<file path="config.mk">
export PLATFORM = sky130hd
export DESIGN_NAME = instr_mem
export DESIGN_NICKNAME = d
export VERILOG_FILES = /design/src/mips_pkg.sv /design/src/instr_mem.sv
export SDC_FILE = /design/constraint.sdc
export NUM_CORES = 1
export LEC_CHECK = 0
export ABC_AREA = 0
export BUFFER_PORTS_ARGS = -buffer_cell sky130_fd_sc_hd__buf_2
export CAP_MARGIN = 40
export CORE_UTILIZATION = 40
export CTS_BUF_LIST = sky130_fd_sc_hd__clkbuf_2
export CTS_CLUSTER_DIAMETER = 60
export CTS_CLUSTER_SIZE = 30
export DETAILED_ROUTE_END_ITERATION = 10
export SLEW_MARGIN = 25
export SYNTH_ARGS = -nofsm -noshare
export SYNTH_HDL_FRONTEND = slang
export SYNTH_SLANG_ARGS = --single-unit
</file>
<file path="constraint.sdc">
create_clock -name clk -period 4.4 [get_ports clk]
set_input_delay 0.22 -clock clk [delete_from_list [all_inputs] [get_ports clk]]
set_output_delay 0.22 -clock clk [all_outputs]
set_load 0.01 [all_outputs]
</file>
<file path="src/mips_pkg.sv">
package mips_pkg;

	//////////////////////////////////////////////////
	// memory sizes
	//////////////////////////////////////////////////

	// instruction store, word addressed
	localparam int IMEM_DEPTH = 32;
	localparam int IMEM_AW = 5;

	// data store, word addressed
	localparam int DMEM_DEPTH = 16;
	localparam int DMEM_AW = $clog2(DMEM_DEPTH);

	//////////////////////////////////////////////////
	// instruction encodings
	//////////////////////////////////////////////////

	// primary opcode field, bits 31:26
	typedef enum logic [5:0]
	{
		op_rtype = 6'b000000,
		op_j     = 6'b000010,
		op_beq   = 6'b000100,
		op_bne   = 6'b000101,
		op_addiu = 6'b001001,
		op_andi  = 6'b001100,
		op_ori   = 6'b001101,
		op_lui   = 6'b001111,
		op_lw    = 6'b100011,
		op_sw    = 6'b101011
	} opcode_e;

	// funct field for r-type, bits 5:0
	typedef enum logic [5:0]
	{
		fn_addu = 6'b100001,
		fn_subu = 6'b100011,
		fn_and  = 6'b100100,
		fn_or   = 6'b100101,
		fn_slt  = 6'b101010
	} funct_e;

	//////////////////////////////////////////////////
	// internal control codes
	//////////////////////////////////////////////////

	// alu operation picked by decode
	typedef enum logic [2:0]
	{
		alu_add,
		alu_sub,
		alu_and,
		alu_or,
		alu_slt,
		alu_lui
	} alu_op_e;

	// writeback source
	typedef enum logic
	{
		res_alu,
		res_load
	} result_sel_e;

endpackage

</file>
<file path="src/instr_mem.sv">
module instr_mem
(
	input  logic                        clk,
	input  logic [mips_pkg::IMEM_AW-1:0] pc_index,
	output logic [31:0]                  instr,
	input  logic                        prog_we,
	input  logic [mips_pkg::IMEM_AW-1:0] prog_addr,
	input  logic [31:0]                  prog_data
);

	import mips_pkg::*;

	//////////////////////////////////////////////////
	// program storage
	//////////////////////////////////////////////////

	// one word per instruction
	// no reset, contents come from the load port
	logic [31:0] mem [IMEM_DEPTH];

	// program load
	// only used while the core is stopped
	always_ff @(posedge clk)
	begin
		if (prog_we)
		begin
			mem[prog_addr] <= prog_data;
		end
	end

	//////////////////////////////////////////////////
	// fetch
	//////////////////////////////////////////////////

	// combinational read by word index
	// instruction valid in the same cycle as pc
	always_comb
	begin
		instr = mem[pc_index];
	end

endmodule

</file>
# After elaboration in Yosys (flattened, before gate mapping)
# Memories as Yosys holds them, arrays and structs flattened.
# Index checks and enable logic that the tools add are counted.
[classes]
mux = 2
[ops]
columns = ["op", "count"]
rows = [
  ["two-way mux 1 bit", 2],
]
[totals]
ff_bits = 0
wordCells = 3
inputBits = 44
ram_bits = 1024
out_inout_bits = 32
mem_count = 1
[mem_list]
columns = ["name", "depth", "width", "rd", "rd_ports_with_merged_regs", "wr", "line_no", "rtl"]
rows = [
  ["mem", 32, 32, 1, 0, 1, "instr_mem.sv:19", "logic [31:0] mem [IMEM_DEPTH];"],
]

# Logic depth before layout (Yosys ltp)
# Gate-level depths: netlist of the first run.
[logic_depth]
depth_word = 2
ltp_mapped = 8
ltp_nobuf = 5

# Worst setup path after synthesis of the first run
# Ideal clock, no wire load.
[synth_path]
path_kind = "input to register"
startpoint = "input port prog_addr[1] (netlist bit)"
endpoint = "memory mem[12][0] (enable)"
t_required_ns = 3.979
setup_ns = 0.421
arrival_ns = 2.233
cell_stages = 3
slack_ns = 1.746
path_buffers = 1
cell_sequence = "or3b_2 -> clkbuf_1 -> nor2_1"
[synth_lines]
columns = ["element", "line_no", "rtl"]
rows = [
  ["from (decl)", "instr_mem.sv:7", "input logic [mips_pkg::IMEM_AW-1:0] prog_addr,"],
  ["to (decl)", "instr_mem.sv:19", ""],
]
# Straight into the memory's write port.

# Worst setup path after layout of the first run
[layout_path]
startpoint = "memory mem[3][3]"
endpoint = "output port instr[3]"
[layout_between]
elab_chain_len = 1
[layout_lines]
columns = ["element", "line_no", "rtl"]
rows = [
  ["memory read (32 x 32 bit)", "-", ""],
  ["to (decl)", "instr_mem.sv:5", "output logic [31:0] instr,"],
]
# No other way between the ends.

==> flow_metrics.env, run 1 <==
export IMPL_status="finished, final reports clean"
export IMPL_setup_tns_ns=0
export IMPL_critPathTopFamily="compound AO/OA/AOI/OAI gates"
export IMPL_p_seq_frac=0.667
export IMPL_dp_final_hpwl_um=54800
export IMPL_drt_iter0_drc=1906
export IMPL_largest_reg_flops=1024
export IMPL_synth_largest_area_cell="edfxtp_1"
export IMPL_async_reset_ff_frac=0
export IMPL_cts_path_max_buffers=3
export IMPL_gr_total_overflow=0
export IMPL_final_min_clock_period_ns=3.39
export IMPL_rsz0062_at_grt="no"
export IMPL_syn_avg_cell_area_um2=17.9
export IMPL_area_delta_synth_final_pct=11.5
export IMPL_peakVddDrop_mv=0.251
export IMPL_setup_ws_ns=1.01
export IMPL_synth_cell_types=24
export IMPL_grt_max_degree=88
export IMPL_crit_chain="mux2i_1 -> a22o_1 -> nor3_1 -> a31oi_1 -> nand3_1 -> buf_2"
export IMPL_rows=115
export IMPL_ys_ff_latch=1024
export IMPL_largest_register="mem"
export IMPL_track_usage=0.185
export IMPL_cp_slowest_stage_delay_ns=0.53
export IMPL_critPathRequiredTime_ns=4.18
export IMPL_grt_pass1_wl_um=138000
export IMPL_cts_buffers=58
export IMPL_fp_dieW_um=318
export IMPL_synthCells=2228
export IMPL_hp_class="in -> reg"
export IMPL_reg_largest_list="mem: 1024 flops"
export IMPL_synth_most_common_cell="edfxtp_1"
export IMPL_die_h_um=318
export IMPL_swShare=0.246
export IMPL_ios=76
export IMPL_drt_wl_total_um=95000
export IMPL_place_ws_ns=1.59
export IMPL_fillers=8339
export IMPL_drive_above_1_share=0.135
export IMPL_fmax_ghz=0.295
export IMPL_period_share=0.770
export IMPL_drv_cap=0
export IMPL_maxSlewHeadroom=0.361
export IMPL_vias_per_cell=5.44
export IMPL_hold_start="prog_addr[0]"
export IMPL_end_kind="output port"
export IMPL_power_density_nw_per_um2=367
export IMPL_hold_path_end="mem[29][4]"
export IMPL_cts_sinks=1024
export IMPL_first_global_vias=20500
export IMPL_synth_top_area_frac=0.772
export IMPL_post_cts_resized=0
export IMPL_cts_tree="yes"
export IMPL_drc=0
export IMPL_slew_violations=0
export IMPL_fin_nets=2463
export IMPL_path_clk_slew_ns=0.43
export IMPL_detail_route_antenna_nets=0
export IMPL_path_class="reg -> out"
export IMPL_portBuffers=75
export IMPL_synth_common_cells="1024 x edfxtp_1, 512 x mux2i_1, 98 x nand2_1, 98 x nand3_1"
export IMPL_core_area_um2=98600
export IMPL_synth_edf_count=1024
export IMPL_dr_pass1_iters=7
export IMPL_internal_power_mw=12.3
export IMPL_vias=20500
export IMPL_crit_slowest_cell="a31oi_1"
export IMPL_cp_arrival_ns=3.17
export IMPL_die_area_um2=101000
export IMPL_clockPowerShare=0.263
export IMPL_multi_input_area_um2=8610
export IMPL_hold_violations=0
export IMPL_cp_num_buf_inv=1
export IMPL_synth_area_top_cells="edfxtp_1 77%, mux2i_1 13%, a22oi_1 1.8%"
export IMPL_start_util=0.404
export IMPL_gp_congestion=0.771
export IMPL_power_switching_mw=4.01
export IMPL_post_drt_wl_per_cell_um=25.3
export IMPL_htree_levels=2
export IMPL_finalSetupViolCount=0
export IMPL_power_leakage_nw=15.2
export IMPL_yosysSeqAreaShare=0.772
export IMPL_tightest_slew_ns=0.959
export IMPL_combPwrFrac=0.070
export IMPL_min_path_cells=4
export IMPL_crit_fanout=1
export IMPL_start_kind="flip-flop"
export IMPL_synth_fp_nets=2272
export IMPL_syn_area_um2=39800
export IMPL_synthFlopType="edfxtp_1"
export IMPL_ff_latch_area_um2=30700
export IMPL_root_buffer="clkbuf_2"
export IMPL_antenna_found_initial=7
export IMPL_yosys_warnings=0
export IMPL_path_depth=6
==> worst max-delay path by stage <==
stage	slack, ns	to	start
after detailed placement	1.59	instr[29]	pc_index[0]
after floorplan	1.75	mem[12][0]	prog_addr[1]
after CTS	0.89	instr[11]	mem[1][11]
final	1.01	instr[3]	mem[3][3]
after global placement	1.52	mem[26][21]	prog_addr[0]
after global routing	0.80	instr[11]	mem[1][11]
==> layer usage <==
metal / global-route usage / vias to the layer above / routed length [um]
met3: 0.0261 / 93 / 4260
met2: 0.319 / 475 / 47500
li1: - / 9246 / -
met5: 0 / - / 12
met1: 0.248 / 10700 / 41400
met4: 0.0407 / 2 / 1830
==> layout by cell type (no fill, tap or decap), types with 3 or more instances in the layout <==
master and instances:
clkinv_4 4, bufinv_16 6, buf_2 100, clkinv_8 10, a22oi_1 96, inv_8 6
buf_16 6, clkinv_1 3, buf_6 3, buf_12 34, clkbuf_2 61, mux2i_1 512
a31oi_1 32, a21oi_1 96, diode_2 5, nand3b_1 5, inv_12 5, nor3_1 32
dlygate4sd3_1 75, buf_4 39, edfxtp_1 1024, nand2_1 97, nand3_1 98, inv_6 6
a22o_1 64, or3b_2 3, nor2_4 33
==> per-stage QoR <==
stage	total power, mW	hold slack (ns)	instances	cell area [um2]	utilization
after detailed placement	12.2	0.735	3535	42400	0.430
after floorplan	11.7	0.319	2228	39800	-
after global placement	12.1	0.704	3523	42100	0.427
after CTS	16.4	0.0252	3723	44200	0.448
final	16.3	0.161	3760	44400	0.451
after global routing	16.8	-0.00200	3758	44400	0.451
==> cell families (layout without fill, tap and decap cells) <==
logic type      count (synthesis)  in the layout  share of synthesized area
mux                           512            512                      0.129
other cells                     0              5                          0
flops                        1024           1024                      0.772
buf+inv                       127            367                     0.0189
simple gates                  277            277                     0.0315
compound gates                288            288                     0.0492
==> power groups by stage <==
| stage | sequential, mW | combinational (mW) | clock (mW) |
|---|---|---|---|
| after global routing | 10.9 | 1.23 | 4.71 |
| after floorplan | 11.1 | 0.603 | 0 |
| final | 10.9 | 1.15 | 4.29 |
| after CTS | 10.9 | 1.14 | 4.39 |
| after global placement | 11.1 | 1.05 | 0 |
| after detailed placement | 11.1 | 1.08 | 0 |
==> layout make-up <==
type | instances | share of cell area
well taps | 1287 | 0.0362
clock buffers | 61 | 0.00687
clock inverters | 48 | 0.0160
repair buffers | 258 | 0.0549
diodes | 5 | 0.000282
flip-flops and latches | 1024 | 0.692
multi-input cells | 1077 | 0.194
==> what timing repair did <==
item                                   4_1_cts  5_1_grt
endpoints found under the hold margin     2031      767
setup buffers                                0        0
hold buffers                                79       26
No activity file was read; power rests on OpenSTA's default activity.
==> run 2: changes to the inputs <==
==> constraint.sdc (replaced) <==
create_clock -name clk -period 2.7 [get_ports clk]
set_input_delay 0.135 -clock clk [delete_from_list [all_inputs] [get_ports clk]]
set_output_delay 0.135 -clock clk [all_outputs]
set_load 0.01 [all_outputs]
==> run 2 against run 1 <==
Net effect:
- the flow now finishes with violations (negative setup slack)
- die area stayed put
- power rose by 59%
- combinational power is 78% higher
- setup slack worse by 1.4 ns
- largest cell class unchanged
- highest routed layer unchanged
==> flow_metrics.env, run 2 (same netlist as run 1, synthesis figures left out) <==
export IMPL_finalSetupViolCount=36
export IMPL_path_class="reg -> out"
export IMPL_setup_ws_ns=-0.396
export IMPL_drt_iter0_drc=1836
export IMPL_critPathRequiredTime_ns=2.57
export IMPL_power_leakage_nw=15.5
export IMPL_gr_total_overflow=0
export IMPL_htree_levels=2
export IMPL_largest_register="mem"
export IMPL_slew_violations=0
export IMPL_crit_slowest_cell="edfxtp_1"
export IMPL_largest_reg_flops=1024
export IMPL_track_usage=0.194
export IMPL_cts_buffers=53
export IMPL_layout_commonest_cell="edfxtp_1"
export IMPL_rows=115
export IMPL_crit_fanout=1
export IMPL_hold_ws_ns=0.167
export IMPL_start_util=0.404
export IMPL_p_seq_frac=0.682
export IMPL_path_clk_slew_ns=0.46
export IMPL_cp_arrival_ns=2.96
export IMPL_tightest_slew_ns=0.734
export IMPL_fp_dieW_um=318
export IMPL_dr_pass1_iters=5
export IMPL_maxSlewHeadroom=0.509
export IMPL_rsz0062_at_grt="yes"
export IMPL_cts_tree="yes"
export IMPL_start_kind="flip-flop"
export IMPL_cp_slowest_stage_delay_ns=0.46
export IMPL_clockPowerShare=0.239
export IMPL_crit_chain="mux2i_1 -> a22o_1 -> nor3_1 -> a31oi_1 -> nand3_2 -> buf_6"
export IMPL_vias_per_cell=5.47
export IMPL_period_share=1.15
export IMPL_peakVddDrop_mv=0.328
export IMPL_drt_wl_total_um=99500
export IMPL_root_buffer="clkbuf_2"
export IMPL_detail_route_antenna_nets=0
export IMPL_dp_final_hpwl_um=54700
export IMPL_combPwrFrac=0.079
export IMPL_reg_largest_list="mem: 1024 flops"
export IMPL_die_h_um=318
export IMPL_hold_violations=0
export IMPL_die_area_um2=101000
export IMPL_layout_cells_non_filler=3800
export IMPL_power_density_nw_per_um2=574
export IMPL_cts_path_max_buffers=3
export IMPL_swShare=0.249
export IMPL_fmax_ghz=0.323
export IMPL_grt_pass1_wl_um=143000
export IMPL_hp_class="in -> reg"
export IMPL_fin_nets=2506
export IMPL_mostFrequentLayoutCells="1024 x edfxtp_1, 511 x mux2i_1, 97 x nand2_1"
export IMPL_final_min_clock_period_ns=3.10
export IMPL_ios=76
export IMPL_end_kind="output port"
export IMPL_post_place_cells=3572
export IMPL_grt_max_degree=64
export IMPL_finish_instance_area_um2=45300
export IMPL_drive_above_1_share=0.167
export IMPL_first_global_vias=20700
export IMPL_dpl_cell_area_um2=42800
export IMPL_cts_sinks=1024
export IMPL_drc=0
export IMPL_status="finished, violations left"
export IMPL_portBuffers=75
export IMPL_area_delta_synth_final_pct=13.6
export IMPL_drv_cap=0
export IMPL_antenna_found_initial=8
export IMPL_internal_power_mw=19.5
export IMPL_post_drt_wl_per_cell_um=26.2
export IMPL_gp_congestion=0.777
export IMPL_violations="negative setup slack"
export IMPL_vias=20800
export IMPL_core_area_um2=98600
export IMPL_power_switching_mw=6.48
run 2: changes by cell type in the layout (fill, tap and decap cells not counted), sizes merged:
| cell | previous run | this run |
|---|---|---|
| buf | 183 | 222 |
| bufinv | 6 | 0 |
| inv | 21 | 20 |
| clkinvlp | 2 | 3 |
| dlygate4sd3 | 75 | 84 |
| clkbuf | 61 | 55 |
| diode | 5 | 9 |
run 2: worst paths after layout:
path | startpoint | end | slack (ns) | depth (start not counted)
max | mem[7][10] | instr[10] | -0.40 | 6
min | prog_addr[2] | mem[28][4] | 0.17 | 5
run 2: final cells by class:
class	instances	area (um2)
multi-input combinational	1077	8970
tap	1287	1610
clock buffer	55	275
sequential	1024	30700
antenna	9	22.5
timing repair buffer	306	3120
clock inverter	42	527
fill	8267	53300
run 2: power groups by stage:
stage	sequential, mW	clock [mW]	combinational (mW)
6_report	17.7	6.22	2.05
5_1_grt	17.8	6.90	2.18
4_1_cts	17.7	6.37	2.00
3_5_place_dp	18.1	0	1.80
3_3_place_gp	18.1	0	1.77
2_1_floorplan	18.1	0	0.983
run 2: timing repair:
item / in CTS / in global routing
setup endpoints to repair: 32 / 82
endpoints found under the hold margin: 2048 / 448
gates resized for setup: 67 / 15
hold buffers: 90 / 14
pin swaps: 48 / 43
setup buffers: 0 / 6
run 2: per-stage QoR:
step                power [mW]  utilization  TNS (ns)  setup slack, ns
detailed placement        19.9        0.434         0            0.445
floorplan                 19.0            -         0            0.131
global route              26.8        0.459    -14.16           -0.584
global placement          19.8        0.434         0            0.460
CTS                       26.1        0.456    -12.37           -0.567
finish                    26.0        0.459     -6.95           -0.396
run 2: critical path: cells and delay by family, from the launching register on:
kind            cells  cell delay [ns]
compound gates      2             0.50
buf+inv             1             0.17
flops               1             0.46
mux                 1             0.14
simple gates        2             0.27
run 2: routing by layer:
| layer | part of all wire | wire [um] | track usage | vias up |
|---|---|---|---|---|
| met5 | 0.00039 | 39 | 0 | - |
| met4 | 0.023 | 2300 | 0.0477 | 6 |
| met3 | 0.046 | 4600 | 0.0283 | 130 |
| met2 | 0.51 | 50400 | 0.337 | 539 |
| met1 | 0.42 | 42200 | 0.256 | 10800 |
| li1 | - | - | - | 9329 |
==> run 3: changes to the inputs <==
--- a/config.mk
+++ b/config.mk
@@ -5,7 +5,7 @@
 export SDC_FILE = /design/constraint.sdc
 export NUM_CORES = 1
 export LEC_CHECK = 0
-export ABC_AREA = 0
+export ABC_AREA = 1
 export BUFFER_PORTS_ARGS = -buffer_cell sky130_fd_sc_hd__buf_2
 export CAP_MARGIN = 40
 export CORE_UTILIZATION = 40
==> run 3 against run 2 <==
Net effect:
- the run still ends with negative setup slack left
- combinational power up 19%
- die area rose by 4.8%
- power up 4.2%
- wire length increased by 17%
- cell count is 34% higher
- sequential share of layout area is 1.9 points lower
- synthesized cell count grew 57%
- via count increased by 30%
- non-clock buffer count decreased by 12
- sequential power about the same
- design area increased by 2.8%
- first-iteration DRC count is 59% higher
- critical endpoint is now instr[16]
==> flow_metrics.env, run 3 <==
export IMPL_syn_avg_cell_area_um2=11.9
export IMPL_vias=27000
export IMPL_period_share=1.06
export IMPL_maxSlewHeadroom=0.503
export IMPL_synthFlopType="edfxtp_1"
export IMPL_grt_pass1_wl_um=171000
export IMPL_drv_cap=0
export IMPL_drc=0
export IMPL_synth_largest_area_cell="edfxtp_1"
export IMPL_die_h_um=325
export IMPL_slew_violations=0
export IMPL_synth_cell_types=13
export IMPL_setup_tns_ns=-2.38
export IMPL_fmax_ghz=0.349
export IMPL_first_global_vias=25400
export IMPL_start_kind="flip-flop"
export IMPL_layout_commonest_cell="nand2_1"
export IMPL_drt_iter0_drc=2912
export IMPL_synth_common_cells="1440 x nand2_1, 1024 x edfxtp_1, 780 x nand3_1, 83 x buf_2, 66 x buf_6"
export IMPL_die_area_um2=106000
export IMPL_path_clk_slew_ns=0.50
export IMPL_antenna_found_initial=5
export IMPL_htree_levels=2
export IMPL_status="finished, violations left"
export IMPL_place_ws_ns=0.613
export IMPL_reg_largest_list="mem: 1024 flops"
export IMPL_rows=118
export IMPL_fillers=9348
export IMPL_yosysSeqAreaShare=0.736
export IMPL_synth_top_area_frac=0.736
export IMPL_grt_max_degree=105
export IMPL_synthCells=3504
export IMPL_rsz0062_at_grt="yes"
export IMPL_finalSetupViolCount=30
export IMPL_largest_reg_flops=1024
export IMPL_power_mw=27.1
export IMPL_fin_nets=3683
export IMPL_tightest_slew_ns=0.746
export IMPL_ys_ff_latch=1024
export IMPL_mostFrequentLayoutCells="1364 x nand2_1, 1024 x edfxtp_1, 752 x nand3_1"
export IMPL_cp_arrival_ns=2.73
export IMPL_drt_wl_total_um=117000
export IMPL_root_buffer="clkbuf_2"
export IMPL_track_usage=0.217
export IMPL_area_delta_synth_final_pct=11.5
export IMPL_path_class="reg -> out"
export IMPL_utilization=0.450
export IMPL_setup_ws_ns=-0.166
export IMPL_synth_most_common_cell="nand2_1"
export IMPL_finish_instance_area_um2=46600
export IMPL_start_util=0.404
export IMPL_peakVddDrop_mv=0.306
export IMPL_ff_latch_area_um2=30700
export IMPL_yosys_warnings=0
export IMPL_cts_tree="yes"
export IMPL_hold_ws_ns=0.111
export IMPL_core_area_um2=103000
export IMPL_fp_dieW_um=325
export IMPL_cts_sinks=1024
export IMPL_drive_above_1_share=0.124
export IMPL_gp_congestion=0.779
export IMPL_post_place_cells=4844
export IMPL_vias_per_cell=5.32
export IMPL_crit_fanout=1
export IMPL_power_leakage_nw=16.7
export IMPL_largest_register="mem"
export IMPL_post_drt_wl_per_cell_um=23.0
export IMPL_cts_setup_buffers=0
export IMPL_synth_fp_nets=3548
export IMPL_violations="negative setup slack"
export IMPL_detail_route_antenna_nets=0
export IMPL_async_reset_ff_frac=0
export IMPL_hold_violations=0
export IMPL_cts_path_max_buffers=3
export IMPL_ios=76
export IMPL_layout_cells_non_filler=5074
export IMPL_critPathRequiredTime_ns=2.57
export IMPL_hp_class="in -> reg"
export IMPL_dr_pass1_iters=5
export IMPL_dp_final_hpwl_um=57200
export IMPL_synth_area_top_cells="edfxtp_1 74%, nand2_1 13%, nand3_1 9.3%"
export IMPL_portBuffers=75
export IMPL_gr_total_overflow=0
export IMPL_multi_input_area_um2=10100
export IMPL_end_kind="output port"
export IMPL_cts_buffers=57
export IMPL_power_density_nw_per_um2=582
export IMPL_synth_edf_count=1024
export IMPL_syn_area_um2=41800
export IMPL_dpl_cell_area_um2=43900
export IMPL_final_min_clock_period_ns=2.87
## run 3: area by class of cell
type,count,share of cell area
flip-flops and latches,1024,0.661
multi-input cells,2252,0.216
repair buffers,294,0.0635
clock buffers,59,0.00634
inverters,10,0.00145
well taps,1380,0.0371
clock inverters,48,0.0145
diodes,7,0.000376
## run 3: worst max-delay path: stages (launching register included)
cell      delay (ns)
edfxtp_1        0.48
nand2_1         0.08
nand3_1         0.07
nand3_1         0.12
nand2_2         0.07
nand2_2         0.08
nand2_1         0.08
nand2_2         0.08
nand2_4         0.09
buf_6           0.14
## run 3: final timing paths
| kind | to | start | slack (ns) | depth (start not counted) |
|---|---|---|---|---|
| worst max-delay path | instr[16] | mem[18][16] | -0.17 | 9 |
| worst min-delay path | mem[19][13] | prog_addr[4] | 0.11 | 5 |
## run 3: logic make-up after synthesis
group,Yosys count,synth area share
and+or+nand+nor,2252,0.226
DFF,1024,0.736
buffers and inverters,228,0.0380
## run 3: where the power goes
group	total (mW)	switching, mW	internal (mW)
Clock	6.94	5.45	1.50
Sequential	17.7	0.0393	17.7
Combinational	2.43	1.66	0.770
Total	27.1	7.14	20.0
## run 3: per-layer routing
metal | track usage | up-vias | share of wire
met5 | 0 | - | 0.00011
met4 | 0.0729 | 2 | 0.034
met3 | 0.0245 | 181 | 0.070
met2 | 0.356 | 1037 | 0.48
met1 | 0.299 | 13300 | 0.42
li1 | - | 12500 | -
## run 3: timing repair
item / in CTS / in global routing
endpoints found under the hold margin: 2048 / 797
setup endpoints to repair: 32 / 62
gates cloned: 0 / 1
hold buffers: 84 / 25
pin swaps: 46 / 79
gates resized for setup: 62 / 86
