===== config.mk =====
export PLATFORM = sky130hd
export DESIGN_NAME = instr_decode
export DESIGN_NICKNAME = d
export VERILOG_FILES = /design/src/mips_pkg.sv /design/src/instr_decode.sv
export SDC_FILE = /design/constraint.sdc
export NUM_CORES = 1
export LEC_CHECK = 0
export ABC_AREA = 1
export BUFFER_PORTS_ARGS = -buffer_cell sky130_fd_sc_hd__buf_2
export CORE_ASPECT_RATIO = 1.2
export CORE_MARGIN = 3
export CORE_UTILIZATION = 35
export DETAILED_ROUTE_END_ITERATION = 12
export GPL_ROUTABILITY_DRIVEN = 0
export PLACE_DENSITY = 0.9
export SLEW_MARGIN = 20
export SYNTH_ARGS = -nofsm -noshare
export SYNTH_HDL_FRONTEND = slang
export SYNTH_SLANG_ARGS = --single-unit

===== constraint.sdc =====
create_clock -name vclk -period 2.3
set_clock_uncertainty 0.15 [all_clocks]
set_input_delay 0.69 -clock vclk [all_inputs]
set_output_delay 0.69 -clock vclk [all_outputs]
set_load 0.05 [all_outputs]

===== src/mips_pkg.sv =====
package mips_pkg;

	//////////////////////////////////////////////////
	// memory sizes
	//////////////////////////////////////////////////

	// instruction store, word addressed
	localparam int IMEM_DEPTH = 32;
	localparam int IMEM_AW = 5;

	// data store, word addressed
	localparam int DMEM_DEPTH = 16;
	localparam int DMEM_AW = $clog2(DMEM_DEPTH);

	//////////////////////////////////////////////////
	// instruction encodings
	//////////////////////////////////////////////////

	// primary opcode field, bits 31:26
	typedef enum logic [5:0]
	{
		op_rtype = 6'b000000,
		op_j     = 6'b000010,
		op_beq   = 6'b000100,
		op_bne   = 6'b000101,
		op_addiu = 6'b001001,
		op_andi  = 6'b001100,
		op_ori   = 6'b001101,
		op_lui   = 6'b001111,
		op_lw    = 6'b100011,
		op_sw    = 6'b101011
	} opcode_e;

	// funct field for r-type, bits 5:0
	typedef enum logic [5:0]
	{
		fn_addu = 6'b100001,
		fn_subu = 6'b100011,
		fn_and  = 6'b100100,
		fn_or   = 6'b100101,
		fn_slt  = 6'b101010
	} funct_e;

	//////////////////////////////////////////////////
	// internal control codes
	//////////////////////////////////////////////////

	// alu operation picked by decode
	typedef enum logic [2:0]
	{
		alu_add,
		alu_sub,
		alu_and,
		alu_or,
		alu_slt,
		alu_lui
	} alu_op_e;

	// writeback source
	typedef enum logic
	{
		res_alu,
		res_load
	} result_sel_e;

endpackage


===== src/instr_decode.sv =====
module instr_decode
(
	input  logic [31:0]                  instr,
	input  logic                         run,
	output logic [4:0]                   rs_addr,
	output logic [4:0]                   rt_addr,
	output logic [4:0]                   wb_addr,
	output logic [31:0]                  imm_ext,
	output logic [mips_pkg::IMEM_AW-1:0] jump_index,
	output mips_pkg::alu_op_e            alu_op,
	output logic                         alu_use_imm,
	output logic                         reg_write,
	output logic                         mem_write,
	output mips_pkg::result_sel_e        result_sel,
	output logic                         branch_eq,
	output logic                         branch_ne,
	output logic                         jump
);

	import mips_pkg::*;

	opcode_e opcode;
	funct_e  funct;
	logic [4:0] rd_addr;
	// raw controls before run and r0 gating
	logic wr_raw;
	logic st_raw;
	logic dest_rt;
	logic sign_ext;

	//////////////////////////////////////////////////
	// field split
	//////////////////////////////////////////////////

	assign opcode = opcode_e'(instr[31:26]);
	assign funct = funct_e'(instr[5:0]);
	assign rs_addr = instr[25:21];
	assign rt_addr = instr[20:16];
	assign rd_addr = instr[15:11];
	// j target, low bits are the word index
	assign jump_index = instr[IMEM_AW-1:0];

	//////////////////////////////////////////////////
	// control decode
	//////////////////////////////////////////////////

	always_comb
	begin
		// defaults give a no-op
		alu_op = alu_add;
		alu_use_imm = 1'b0;
		wr_raw = 1'b0;
		st_raw = 1'b0;
		result_sel = res_alu;
		branch_eq = 1'b0;
		branch_ne = 1'b0;
		jump = 1'b0;
		dest_rt = 1'b1;
		sign_ext = 1'b1;
		case (opcode)
			op_rtype:
			begin
				dest_rt = 1'b0;
				wr_raw = 1'b1;
				case (funct)
					fn_addu: alu_op = alu_add;
					fn_subu: alu_op = alu_sub;
					fn_and:  alu_op = alu_and;
					fn_or:   alu_op = alu_or;
					fn_slt:  alu_op = alu_slt;
					// unknown funct writes nothing
					default: wr_raw = 1'b0;
				endcase
			end
			op_addiu:
			begin
				alu_use_imm = 1'b1;
				wr_raw = 1'b1;
			end
			op_andi:
			begin
				alu_op = alu_and;
				alu_use_imm = 1'b1;
				sign_ext = 1'b0;
				wr_raw = 1'b1;
			end
			op_ori:
			begin
				alu_op = alu_or;
				alu_use_imm = 1'b1;
				sign_ext = 1'b0;
				wr_raw = 1'b1;
			end
			op_lui:
			begin
				alu_op = alu_lui;
				alu_use_imm = 1'b1;
				wr_raw = 1'b1;
			end
			// address is rs plus offset
			op_lw:
			begin
				alu_use_imm = 1'b1;
				result_sel = res_load;
				wr_raw = 1'b1;
			end
			op_sw:
			begin
				alu_use_imm = 1'b1;
				st_raw = 1'b1;
			end
			op_beq: branch_eq = 1'b1;
			op_bne: branch_ne = 1'b1;
			op_j:   jump = 1'b1;
			default: jump = 1'b0;
		endcase
	end

	// immediate extension
	assign imm_ext = sign_ext ? {{16{instr[15]}}, instr[15:0]} : {16'b0, instr[15:0]};

	// rd for r-type, rt otherwise
	assign wb_addr = dest_rt ? rt_addr : rd_addr;

	// r0 never written, nothing retires while stopped
	assign reg_write = run & wr_raw & (wb_addr != 5'd0);
	assign mem_write = run & st_raw;

endmodule


==> After elaboration in Yosys (flattened, before gate mapping) <==
Index checks and enable logic that the tools add are counted.
{ "totals": {"memories": 0, "input_bits": 33, "reg_bits": 0, "word_cells": 35, "ram_bits": 0, "rom_bits": 0, "out_inout_bits": 62, "latch_bits": 0} }
{ "op_classes": {"mux": 12, "div": 0, "n_addsub": 0, "shifts": 0, "n_reduce_logical": 6, "multipliers": 0, "bitwise_logic": 3, "n_lt_le_gt_ge": 0, "n_eq_ne": 14} }
{ "op_table": {"columns": ["operator", "n"], "rows": [
  ["== test 6 bit, second input constant", 7],
  ["2-to-1 mux 32 bit", 1],
  ["== test 6 x 4 -> 1 bit, second input constant", 4],
  ["case mux 3 bit (4 select lines)", 2],
  ["== test 6 x 3 -> 1 bit, second input constant", 2],
  ["OR reduction 5 bit", 2],
  ["2-to-1 mux 1 bit", 7],
  ["== test 6 x 2 -> 1 bit, second input constant", 1],
  ["logical NOT 6 bit", 1],
  ["OR reduction 6 bit", 1],
  ["2-to-1 mux 5 bit", 1],
  ["nonzero test 5 bit", 1],
  ["AND 1 bit", 3],
  ["case mux 1 bit (2 select lines)", 1],
  ["OR reduction 2 bit", 1]
]} }

==> Longest topological paths before layout <==
Gate-level depths: netlist of the first run.
{ "logic_depth": {"word_depth": 6, "depth_mapped": 9, "mapped_depth_nobuf": 9} }

==> Worst setup path before layout of the first run <==
Ideal clock, no wire load.
{ "synth_path": {"kind": "in2out", "from": "in instr[29]", "to": "out branch_eq", "path_slack_ns": -0.836, "path_buffers": 0, "arrival_ns": 2.296, "stages": 3, "required_time_ns": 1.460, "path_cell_list": "inv_1 nand2_1 nor4_1"} }
{ "synth_via": {"elab_chain_len": 2} }
{ "synth_rtl": {"columns": ["element", "line_no", "text"], "rows": [
  ["start, declared", "instr_decode.sv:3", "input logic [31:0] instr,"],
  ["== test 6 x 3 -> 1 bit", "instr_decode.sv:60", "case (opcode)"],
  ["2-to-1 mux 1 bit", "instr_decode.sv:60", null],
  ["end, declared", "instr_decode.sv:15", "output logic branch_eq,"]
]} }
Every way passes these cells.

==> Worst setup path in the final report of the first run <==
{ "layout_path": {"from": "in instr[30]", "to": "out reg_write"} }
{ "layout_via": {"elab_chain_len": 5, "elab_cells_between_ends": 12, "classes_between": "eq/ne (5); mux (2); bitwise (2); reduce/logical (3)"} }
{ "layout_rtl": {"columns": ["element", "line_no", "text"], "rows": [
  ["== test 6 x 4 -> 1 bit / == test 6 bit (equally long branches)", "instr_decode.sv:60", null],
  ["OR reduction 5 bit (no line)", null, null],
  ["case mux 1 bit (2 select lines)", "instr_decode.sv:60", null],
  ["AND 1 bit", "instr_decode.sv:126", "assign reg_write = run & wr_raw & (wb_addr != 5'd0);"],
  ["AND 1 bit *", "instr_decode.sv:126", null],
  ["end, declared", "instr_decode.sv:12", "output logic reg_write,"]
]} }
Every way passes the cells marked *; elsewhere a longest branch is shown, timed or not.

==> flow_summary_export.csv, run 1 <==
group,metric,value,unit
setup_path,critPathCaptureType,"output port",
synthesis,syn-cell-area,790,um2
floorplan,floorplan.die_area,2860,um2
timing,hold_ws,1230,ps
timing,timing.slew.headroom,81.9,%
power_and_ir_drop,internal-power,0.165,mW
detailed_routing,count_of_unresolved_drc_violations_after_routing,0,
timing,period_minus_slack,2630,ps
floorplan,chipHeight,58.0,um
final_layout,finish.cell_count_without_fillers,237,
timing,setup_viol,28,
timing,final-max-slew-violation-count,0,
power_and_ir_drop,total_leakage_power,0.924,nW
grt,grt.total_usage,20.3,%
placed_design,place.detailed.instances,228,
final_layout,mostFrequentLayoutCell,"sky130_fd_sc_hd__buf_2",
hold_path,worst_hold_path.endpoint,"rs_addr[1]",
floorplan,boundaryPins,95,
detailed_routing,first_pass_iters,4,
detailed_routing,vias,1063,
timing,hold_violations,0,
power_and_ir_drop,worst_ir_drop_vdd,0.000168,V
detailed_routing,vias_per_cell,4.49,
final_layout,n_clock_buffer,0,
flow_run,drv.max_cap_violation_count,0,
hold_path,hold_path_class,"in2out",
timing,tightestPinTransition,269,ps
detailed_routing,drt_iter0_markers,9,
final_layout,storage_element_area,0,um2
final_layout,finalNetCount,242,
grt,grt_pass1_wl,4620,um
detailed_routing,detail_route.wirelength,3110,um
grt,global_route.usage.met1,17.4,%
synthesis,ys_warn_count,0,
cts,cts-hold-fix-buffers,0,
timing,timing.setup.tns,-6760,ps
final_layout,share_of_cells_above_drive_strength_1,79.7,%
power_and_ir_drop,switching_power,0.273,mW
timing,fmaxAchievable,380,MHz
timing,layout_setup_ws,-328,ps
hold_path,worst_hold_startpoint,"instr[22]",
power_and_ir_drop,sequentialPowerShare,0,%
synthesis,mappedNetlistNets,173,
power_and_ir_drop,powerDensity,253,nW/um2
synthesis,syn-mean-instance-area,5.64,um2
setup_path,crit_path_start_kind,"input port",
placed_design,port-buffer-count,75,
floorplan,initial_core_util,37.7,%
grt,global_route.peak_usage_layer,"met2",
grt,antenna_found_initial,0,
final_layout,flow.area_growth_from_synthesis,120,%
power_and_ir_drop,clkPwrFrac,0,%
power_and_ir_drop,sw_frac_of_total,62.3,%
floorplan,row_count,18,
placed_design,detailed_place_hpwl,1940,um
placed_design,detailed_place.area,1180,um2
status,status,"finished with violations",
synthesis,part_of_the_yosys_area_used_for_sequential_elements,0,%
final_layout,final_core_utilization,82.8,%
hold_path,cell_depth_of_the_worst_hold_path,0,
synthesis,synth_cells,140,
placed_design,placement.setup.worst_slack,-412,ps
synthesis,synthDistinctLibCells,20,
setup_path,required,1460,ps
timing,timing.final.crit_share,114,%
setup_path,cp_max_fo,11,
detailed_routing,post_drt_wl_per_cell,13.1,um
power_and_ir_drop,share_comb_of_total_power,100.0,%
power_and_ir_drop,total_power,0.439,mW
setup_path,arrival,1790,ps
timing,grt_setup_unrepaired,"true",
final_layout,numSequentialCells,0,
grt,global_route.overflow_total,0,
final_layout,antennaDiodeCount,0,
setup_path,critical_path_class,"in2out",
grt,largest_net_degree_at_the_start_of_global_routing,12,
floorplan,floorplan.core_area,2090,um2
final_layout,final_area,1730,um2
detailed_routing,postRouteAntennaNets,0,
grt,use_met2,43.5,%
status,failed_checks,"negative setup slack",
grt,gr-usage-met3,3.86,%
final_layout,layout.cells.most_common_list,"38 x sky130_fd_sc_hd__buf_2, 31 x sky130_fd_sc_hd__buf_6, 24 x sky130_fd_sc_hd__buf_4",
floorplan,die_x,49.4,um
grt,first_global_vias,1068,
==> power groups by stage <==
stage	logic (mW)	clock network, mW	registers [mW]
after floorplan	0.315	0	0
after global placement	0.325	0	0
after detailed placement	0.329	0	0
after CTS	0.411	0	0
after global routing	0.457	0	0
final	0.439	0	0
==> area by class of cell <==
type | instances | area, um2
fillers | 132 | 360
inverters | 27 | 126
multi-input cells | 66 | 528
well taps | 30 | 37.5
repair buffers | 113 | 1030
repair inverters | 1 | 7.51
==> critical path, cell delays in order <==
cell	delay, ps
sky130_fd_sc_hd__buf_8	100
sky130_fd_sc_hd__nor2_4	150
sky130_fd_sc_hd__nand3_2	110
sky130_fd_sc_hd__buf_12	170
sky130_fd_sc_hd__o21ai_2	120
sky130_fd_sc_hd__nand2_1	80
sky130_fd_sc_hd__nor2_2	160
sky130_fd_sc_hd__nor2_4	60
sky130_fd_sc_hd__buf_6	150
==> kinds of logic (layout without fill, tap and decap cells) <==
family	after synthesis	after routing	share of synthesized area [%]
AOI/OAI and AO/OA	5	5	5.39
buffers and inverters	74	141	58.0
and+or+nand+nor	61	61	36.6
==> layer usage <==
metal / routed length (um) / share of wire, % / vias to the layer above
li1: - / - / 514
met1: 929 / 30 / 482
met2: 1840 / 59 / 59
met3: 218 / 7.0 / 8
met4: 116 / 3.7 / 0
met5: 0 / 0 / -
==> worst max path at each step <==
stage | from | endpoint | cells past startpoint
6_report | instr[30] | reg_write | 9
5_1_grt | instr[30] | imm_ext[21] | 9
4_1_cts | instr[30] | imm_ext[23] | 8
3_5_place_dp | instr[28] | reg_write | 9
3_3_place_gp | instr[27] | reg_write | 9
2_1_floorplan | instr[30] | branch_eq | 3
==> synthesized netlist by cell type <==
cell type	number	area share, %
sky130_fd_sc_hd__and3_1	1	0.79
sky130_fd_sc_hd__nor2_2	2	1.6
sky130_fd_sc_hd__clkinv_1	1	0.47
sky130_fd_sc_hd__o32ai_1	1	1.1
sky130_fd_sc_hd__inv_1	25	12
sky130_fd_sc_hd__nor4_1	1	0.79
sky130_fd_sc_hd__inv_2	1	0.47
sky130_fd_sc_hd__nand2_2	2	1.6
sky130_fd_sc_hd__nand3_2	1	1.3
sky130_fd_sc_hd__nor2_1	12	5.7
sky130_fd_sc_hd__nor3_1	1	0.63
sky130_fd_sc_hd__nor2_4	2	2.9
sky130_fd_sc_hd__nand2_1	25	12
sky130_fd_sc_hd__nand4_1	2	1.6
sky130_fd_sc_hd__o21ai_2	3	3.3
sky130_fd_sc_hd__buf_6	1	1.4
sky130_fd_sc_hd__o31ai_1	1	0.95
sky130_fd_sc_hd__nand3b_1	1	0.95
sky130_fd_sc_hd__nand3_1	11	7.0
sky130_fd_sc_hd__buf_4	46	44
==> what timing repair did <==
action,in CTS,in global routing
pin swaps,11,4
cloned,1,0
gates resized for setup,121,24
setup endpoints to repair,31,31
setup buffers,5,4
(Power assumes the default switching activity.)
==> run 2, diff against run 1 <==
--- a/config.mk
+++ b/config.mk
@@ -8,7 +8,7 @@
 export ABC_AREA = 1
 export BUFFER_PORTS_ARGS = -buffer_cell sky130_fd_sc_hd__buf_2
 export CORE_ASPECT_RATIO = 1.2
-export CORE_MARGIN = 3
+export CORE_MARGIN = 1.5
 export CORE_UTILIZATION = 35
 export DETAILED_ROUTE_END_ITERATION = 12
 export GPL_ROUTABILITY_DRIVEN = 0
==> run 2 against run 1 <==
Net effect:
- the flow still finishes with violations (negative setup slack)
- non-clock buffer count is 2 higher
- global-route usage is 0.12 points higher
- die area is 11% lower
- total power is 1.6% lower
==> flow_summary_export.csv, run 2 (synthesized netlist as in run 1, its figures left out) <==
group,metric,value,unit
status,status,"finished with violations",
status,failed_checks,"negative setup slack",
setup_path,crit_path_start_kind,"input port",
final_layout,layout.cells.most_common_list,"38 x sky130_fd_sc_hd__buf_2, 34 x sky130_fd_sc_hd__buf_6, 28 x sky130_fd_sc_hd__buf_4",
detailed_routing,first_pass_iters,4,
timing,timing.setup.tns,-6990,ps
power_and_ir_drop,sw_frac_of_total,63.5,%
power_and_ir_drop,total_power,0.432,mW
timing,period_minus_slack,2670,ps
detailed_routing,drt_iter0_markers,7,
placed_design,detailed_place_hpwl,1950,um
power_and_ir_drop,internal-power,0.158,mW
power_and_ir_drop,switching_power,0.274,mW
placed_design,place.detailed.instances,229,
floorplan,floorplan.die_area,2550,um2
final_layout,finalNetCount,244,
final_layout,numSequentialCells,0,
floorplan,row_count,18,
cts,cts-hold-fix-buffers,0,
hold_path,hold_path_class,"in2out",
setup_path,required,1460,ps
timing,setup_viol,31,
final_layout,flow.area_growth_from_synthesis,121,%
floorplan,chipHeight,55.0,um
power_and_ir_drop,powerDensity,247,nW/um2
grt,antenna_found_initial,0,
grt,grt_pass1_wl,3860,um
detailed_routing,postRouteAntennaNets,0,
grt,largest_net_degree_at_the_start_of_global_routing,9,
placed_design,port-buffer-count,75,
detailed_routing,count_of_unresolved_drc_violations_after_routing,0,
final_layout,mostFrequentLayoutCell,"sky130_fd_sc_hd__buf_2",
timing,timing.final.crit_share,116,%
timing,hold_ws,1230,ps
floorplan,boundaryPins,95,
power_and_ir_drop,worst_ir_drop_vdd,0.000188,V
power_and_ir_drop,total_leakage_power,0.934,nW
final_layout,fill_cells,140,
timing,hold_violations,0,
final_layout,share_of_cells_above_drive_strength_1,78.9,%
grt,first_global_vias,949,
final_layout,multi_input_area,556,um2
floorplan,floorplan.core_area,2090,um2
setup_path,critPathCaptureType,"output port",
timing,tightestPinTransition,252,ps
power_and_ir_drop,sequentialPowerShare,0,%
timing,fmaxAchievable,374,MHz
power_and_ir_drop,share_comb_of_total_power,100.0,%
setup_path,arrival,1830,ps
timing,timing.slew.headroom,83.3,%
floorplan,die_x,46.4,um
timing,grt_setup_unrepaired,"true",
detailed_routing,vias_per_cell,4.58,
final_layout,storage_element_area,0,um2
detailed_routing,detail_route.wirelength,3110,um
timing,layout_setup_ws,-374,ps
final_layout,antennaDiodeCount,0,
floorplan,initial_core_util,37.7,%
final_layout,n_clock_buffer,0,
timing,final-max-slew-violation-count,0,
power_and_ir_drop,clkPwrFrac,0,%
final_layout,final_core_utilization,83.3,%
setup_path,critical_path_class,"in2out",
flow_run,drv.max_cap_violation_count,0,
grt,grt.total_usage,20.5,%
final_layout,finish.cell_count_without_fillers,239,
setup_path,cp_max_fo,6,
detailed_routing,post_drt_wl_per_cell,13.0,um
detailed_routing,vias,1094,
grt,global_route.overflow_total,0,
run 2: power groups by stage:
stage | clock (mW) | combinational, mW | sequential [mW]
2_1_floorplan | 0 | 0.315 | 0
4_1_cts | 0 | 0.404 | 0
6_report | 0 | 0.432 | 0
3_3_place_gp | 0 | 0.324 | 0
5_1_grt | 0 | 0.452 | 0
3_5_place_dp | 0 | 0.329 | 0
run 2: cell type report:
type / count / share of cell area [%]
inverters: 27 / 6.74
repair buffers: 115 / 58.8
well taps: 30 / 2.15
repair inverters: 1 / 0.430
multi-input cells: 66 / 31.9
run 2: final timing paths:
kind	start	endpoint	slack, ps	cells past startpoint
max	instr[26]	reg_write	-370	9
min	instr[9]	imm_ext[9]	1230	0
run 2: timing repair:
item | CTS | global route
endpoints found under the setup margin | 31 | 31
gates resized for setup | 108 | 29
cloned | 2 | 0
buffers inserted | 7 | 3
hold endpoints to repair | 0 | 0
pin swaps | 9 | 13
run 2: stage by stage:
step                      cell area [um2]  setup slack [ps]
after CTS                            1610              -327
after global placement               1180              -356
after floorplan                       910              -336
after global routing                 1740              -418
after detailed placement             1180              -397
final                                1740              -374
run 2: layer usage:
metal  share of wire (%)  wire, um  up-vias  track usage [%]
li1                    -         -      524                -
met1                  31       973      493             17.5
met2                  57      1770       62             44.7
met3                 7.7       239       15             2.92
met4                 4.1       127        0             7.62
met5                   0         0        -                0
run 2: critical path, cell delays in order:
cell,delay [ps]
sky130_fd_sc_hd__buf_8,110
sky130_fd_sc_hd__nor2_4,160
sky130_fd_sc_hd__nand3_4,130
sky130_fd_sc_hd__buf_12,170
sky130_fd_sc_hd__o21ai_4,140
sky130_fd_sc_hd__nand3_2,120
sky130_fd_sc_hd__nor2_4,120
sky130_fd_sc_hd__nor2_4,50
sky130_fd_sc_hd__buf_8,140
==> run 3, diff against run 2 <==
--- a/config.mk
+++ b/config.mk
@@ -13,6 +13,7 @@
 export DETAILED_ROUTE_END_ITERATION = 12
 export GPL_ROUTABILITY_DRIVEN = 0
 export PLACE_DENSITY = 0.9
+export REMOVE_ABC_BUFFERS = 1
 export SLEW_MARGIN = 20
 export SYNTH_ARGS = -nofsm -noshare
 export SYNTH_HDL_FRONTEND = slang
==> run 3 against run 2 <==
Net effect:
- the flow still finishes with violations (negative setup slack)
- hold slack hardly changed
- first-iteration DRC count grew to 5.9 times the previous value
- worst setup slack worse by 35 ps
- routed wire length is 51% higher
- core utilization is 5.6 points lower
- die area stayed put
- via count is 11% higher
- flip-flop and latch count stayed put
- final cell count is 2.1% lower
- critical path depth stayed put
- total power is 3.1% higher
- critical path type unchanged
- critical endpoint unchanged
- largest cell class unchanged
- largest power group unchanged
==> flow_summary_export.csv, run 3 (synthesized netlist as in run 1, its figures left out) <==
group,metric,value,unit
status,status,"finished with violations",
status,failed_checks,"negative setup slack",
power_and_ir_drop,internal-power,0.157,mW
grt,largest_net_degree_at_the_start_of_global_routing,9,
final_layout,flow.area_growth_from_synthesis,106,%
timing,final-max-slew-violation-count,0,
power_and_ir_drop,worst_ir_drop_vdd,0.000191,V
detailed_routing,count_of_unresolved_drc_violations_after_routing,0,
final_layout,finish.cell_count_without_fillers,234,
setup_path,critPathMaxStageDelay,250,ps
setup_path,critical_path_class,"in2out",
timing,timing.setup.tns,-6780,ps
setup_path,path_buf_inv,3,
setup_path,critPathCaptureType,"output port",
setup_path,arrival,1870,ps
setup_path,cp-startpoint,"instr[30]",
setup_path,crit_path_start_kind,"input port",
timing,tightestPinTransition,274,ps
power_and_ir_drop,share_comb_of_total_power,100.0,%
hold_path,worst_hold_startpoint,"instr[21]",
final_layout,mostFrequentLayoutCell,"sky130_fd_sc_hd__buf_2",
timing,grt_setup_unrepaired,"true",
final_layout,fill_cells,114,
power_and_ir_drop,sw_frac_of_total,64.6,%
hold_path,hold_path_class,"in2out",
final_layout,finalNetCount,239,
power_and_ir_drop,clkPwrFrac,0,%
timing,hold_violations,0,
floorplan,floorplan.die_area,2550,um2
placed_design,port-buffer-count,75,
timing,fmaxAchievable,369,MHz
detailed_routing,vias,1216,
grt,grt.total_usage,32.6,%
grt,global_route.overflow_total,0,
timing,period_minus_slack,2710,ps
detailed_routing,vias_per_cell,5.20,
timing,setup_viol,31,
setup_path,cp_max_fo,5,
setup_path,worstPathCellList,"buf_8 > nor2_4 > nand3_4 > inv_2 > nand2_1 > nand3_1 > nand2_1 > nor2_1 > buf_6",
power_and_ir_drop,powerDensity,273,nW/um2
grt,antenna_found_initial,0,
power_and_ir_drop,switching_power,0.288,mW
setup_path,crit_family,"simple AND/OR/NAND/NOR gates",
final_layout,layout.cells.most_common_list,"38 x sky130_fd_sc_hd__buf_2, 28 x sky130_fd_sc_hd__buf_4, 25 x sky130_fd_sc_hd__buf_8",
floorplan,die_x,46.4,um
final_layout,numSequentialCells,0,
placed_design,detailed_place_hpwl,1830,um
final_layout,antennaDiodeCount,0,
grt,first_global_vias,1170,
detailed_routing,first_pass_iters,4,
floorplan,row_count,18,
final_layout,share_of_cells_above_drive_strength_1,74.0,%
final_layout,n_clock_buffer,0,
timing,timing.final.crit_share,118,%
detailed_routing,post_drt_wl_per_cell,20.0,um
setup_path,required,1460,ps
floorplan,boundaryPins,95,
detailed_routing,detail_route.wirelength,4690,um
floorplan,chipHeight,55.0,um
timing,layout_setup_ws,-409,ps
floorplan,floorplan.core_area,2090,um2
final_layout,multi_input_area,490,um2
setup_path,cell_repeated_most_along_the_worst_path,"sky130_fd_sc_hd__nand2_1",
power_and_ir_drop,total_leakage_power,0.908,nW
floorplan,initial_core_util,37.7,%
timing,timing.slew.headroom,81.7,%
flow_run,drv.max_cap_violation_count,0,
detailed_routing,postRouteAntennaNets,0,
placed_design,place.detailed.instances,227,
cts,cts-hold-fix-buffers,0,
detailed_routing,drt_iter0_markers,41,
final_layout,storage_element_area,0,um2
grt,grt_pass1_wl,5970,um
placed_design,placement.setup.worst_slack,-448,ps
setup_path,timing.critical_path.slowest_stage_cell,"sky130_fd_sc_hd__nor2_4",
power_and_ir_drop,sequentialPowerShare,0,%
==> run 3: changes by cell type in the layout (fill, tap and decap cells not counted), sizes merged <==
cell	previous run	this run
buf	115	110
clkinvlp	4	0
inv	24	26
clkinv	0	1
nand3	12	13
==> run 3: power groups by stage <==
stage               Combinational [mW]  Clock (mW)  Sequential, mW
floorplan                        0.131           0               0
global placement                 0.312           0               0
detailed placement               0.315           0               0
CTS                              0.401           0               0
global route                     0.458           0               0
finish                           0.445           0               0
==> run 3: cell type report <==
type                            count  area share [%]
Inverter                           27            6.76
Multi-Input combinational cell     67            30.1
Tap cell                           30            2.31
Timing Repair Buffer              110            60.8
==> run 3: repair_timing <==
action                     CTS  global route
gates resized for setup    124            25
pin swaps                   12            10
setup endpoints to repair   31            31
setup buffers                5             2
gates cloned                 1             0
==> run 3: metrics by stage <==
step                      instance area (um2)  power, mW  hold WS [ps]  utilization (%)
after floorplan                           433      0.131          1230                -
after global placement                   1060      0.312          1230             50.8
after detailed placement                 1060      0.315          1230             50.8
after CTS                                1540      0.401          1230             73.4
after global routing                     1630      0.458          1230             77.7
final                                    1630      0.445          1230             77.7
==> run 3: metal layers <==
layer / vias to the layer above / GRT usage [%] / share of wire [%]
met5: - / 0 / 0
met4: 0 / 14.8 / 5.3
met3: 22 / 9.74 / 12
met2: 113 / 54.6 / 48
met1: 566 / 37.6 / 35
li1: 515 / - / -
==> run 3: worst paths after layout <==
| kind | endpoint | depth (start not counted) | slack, ps |
|---|---|---|---|
| max | reg_write | 9 | -410 |
| min | rs_addr[0] | 0 | 1230 |
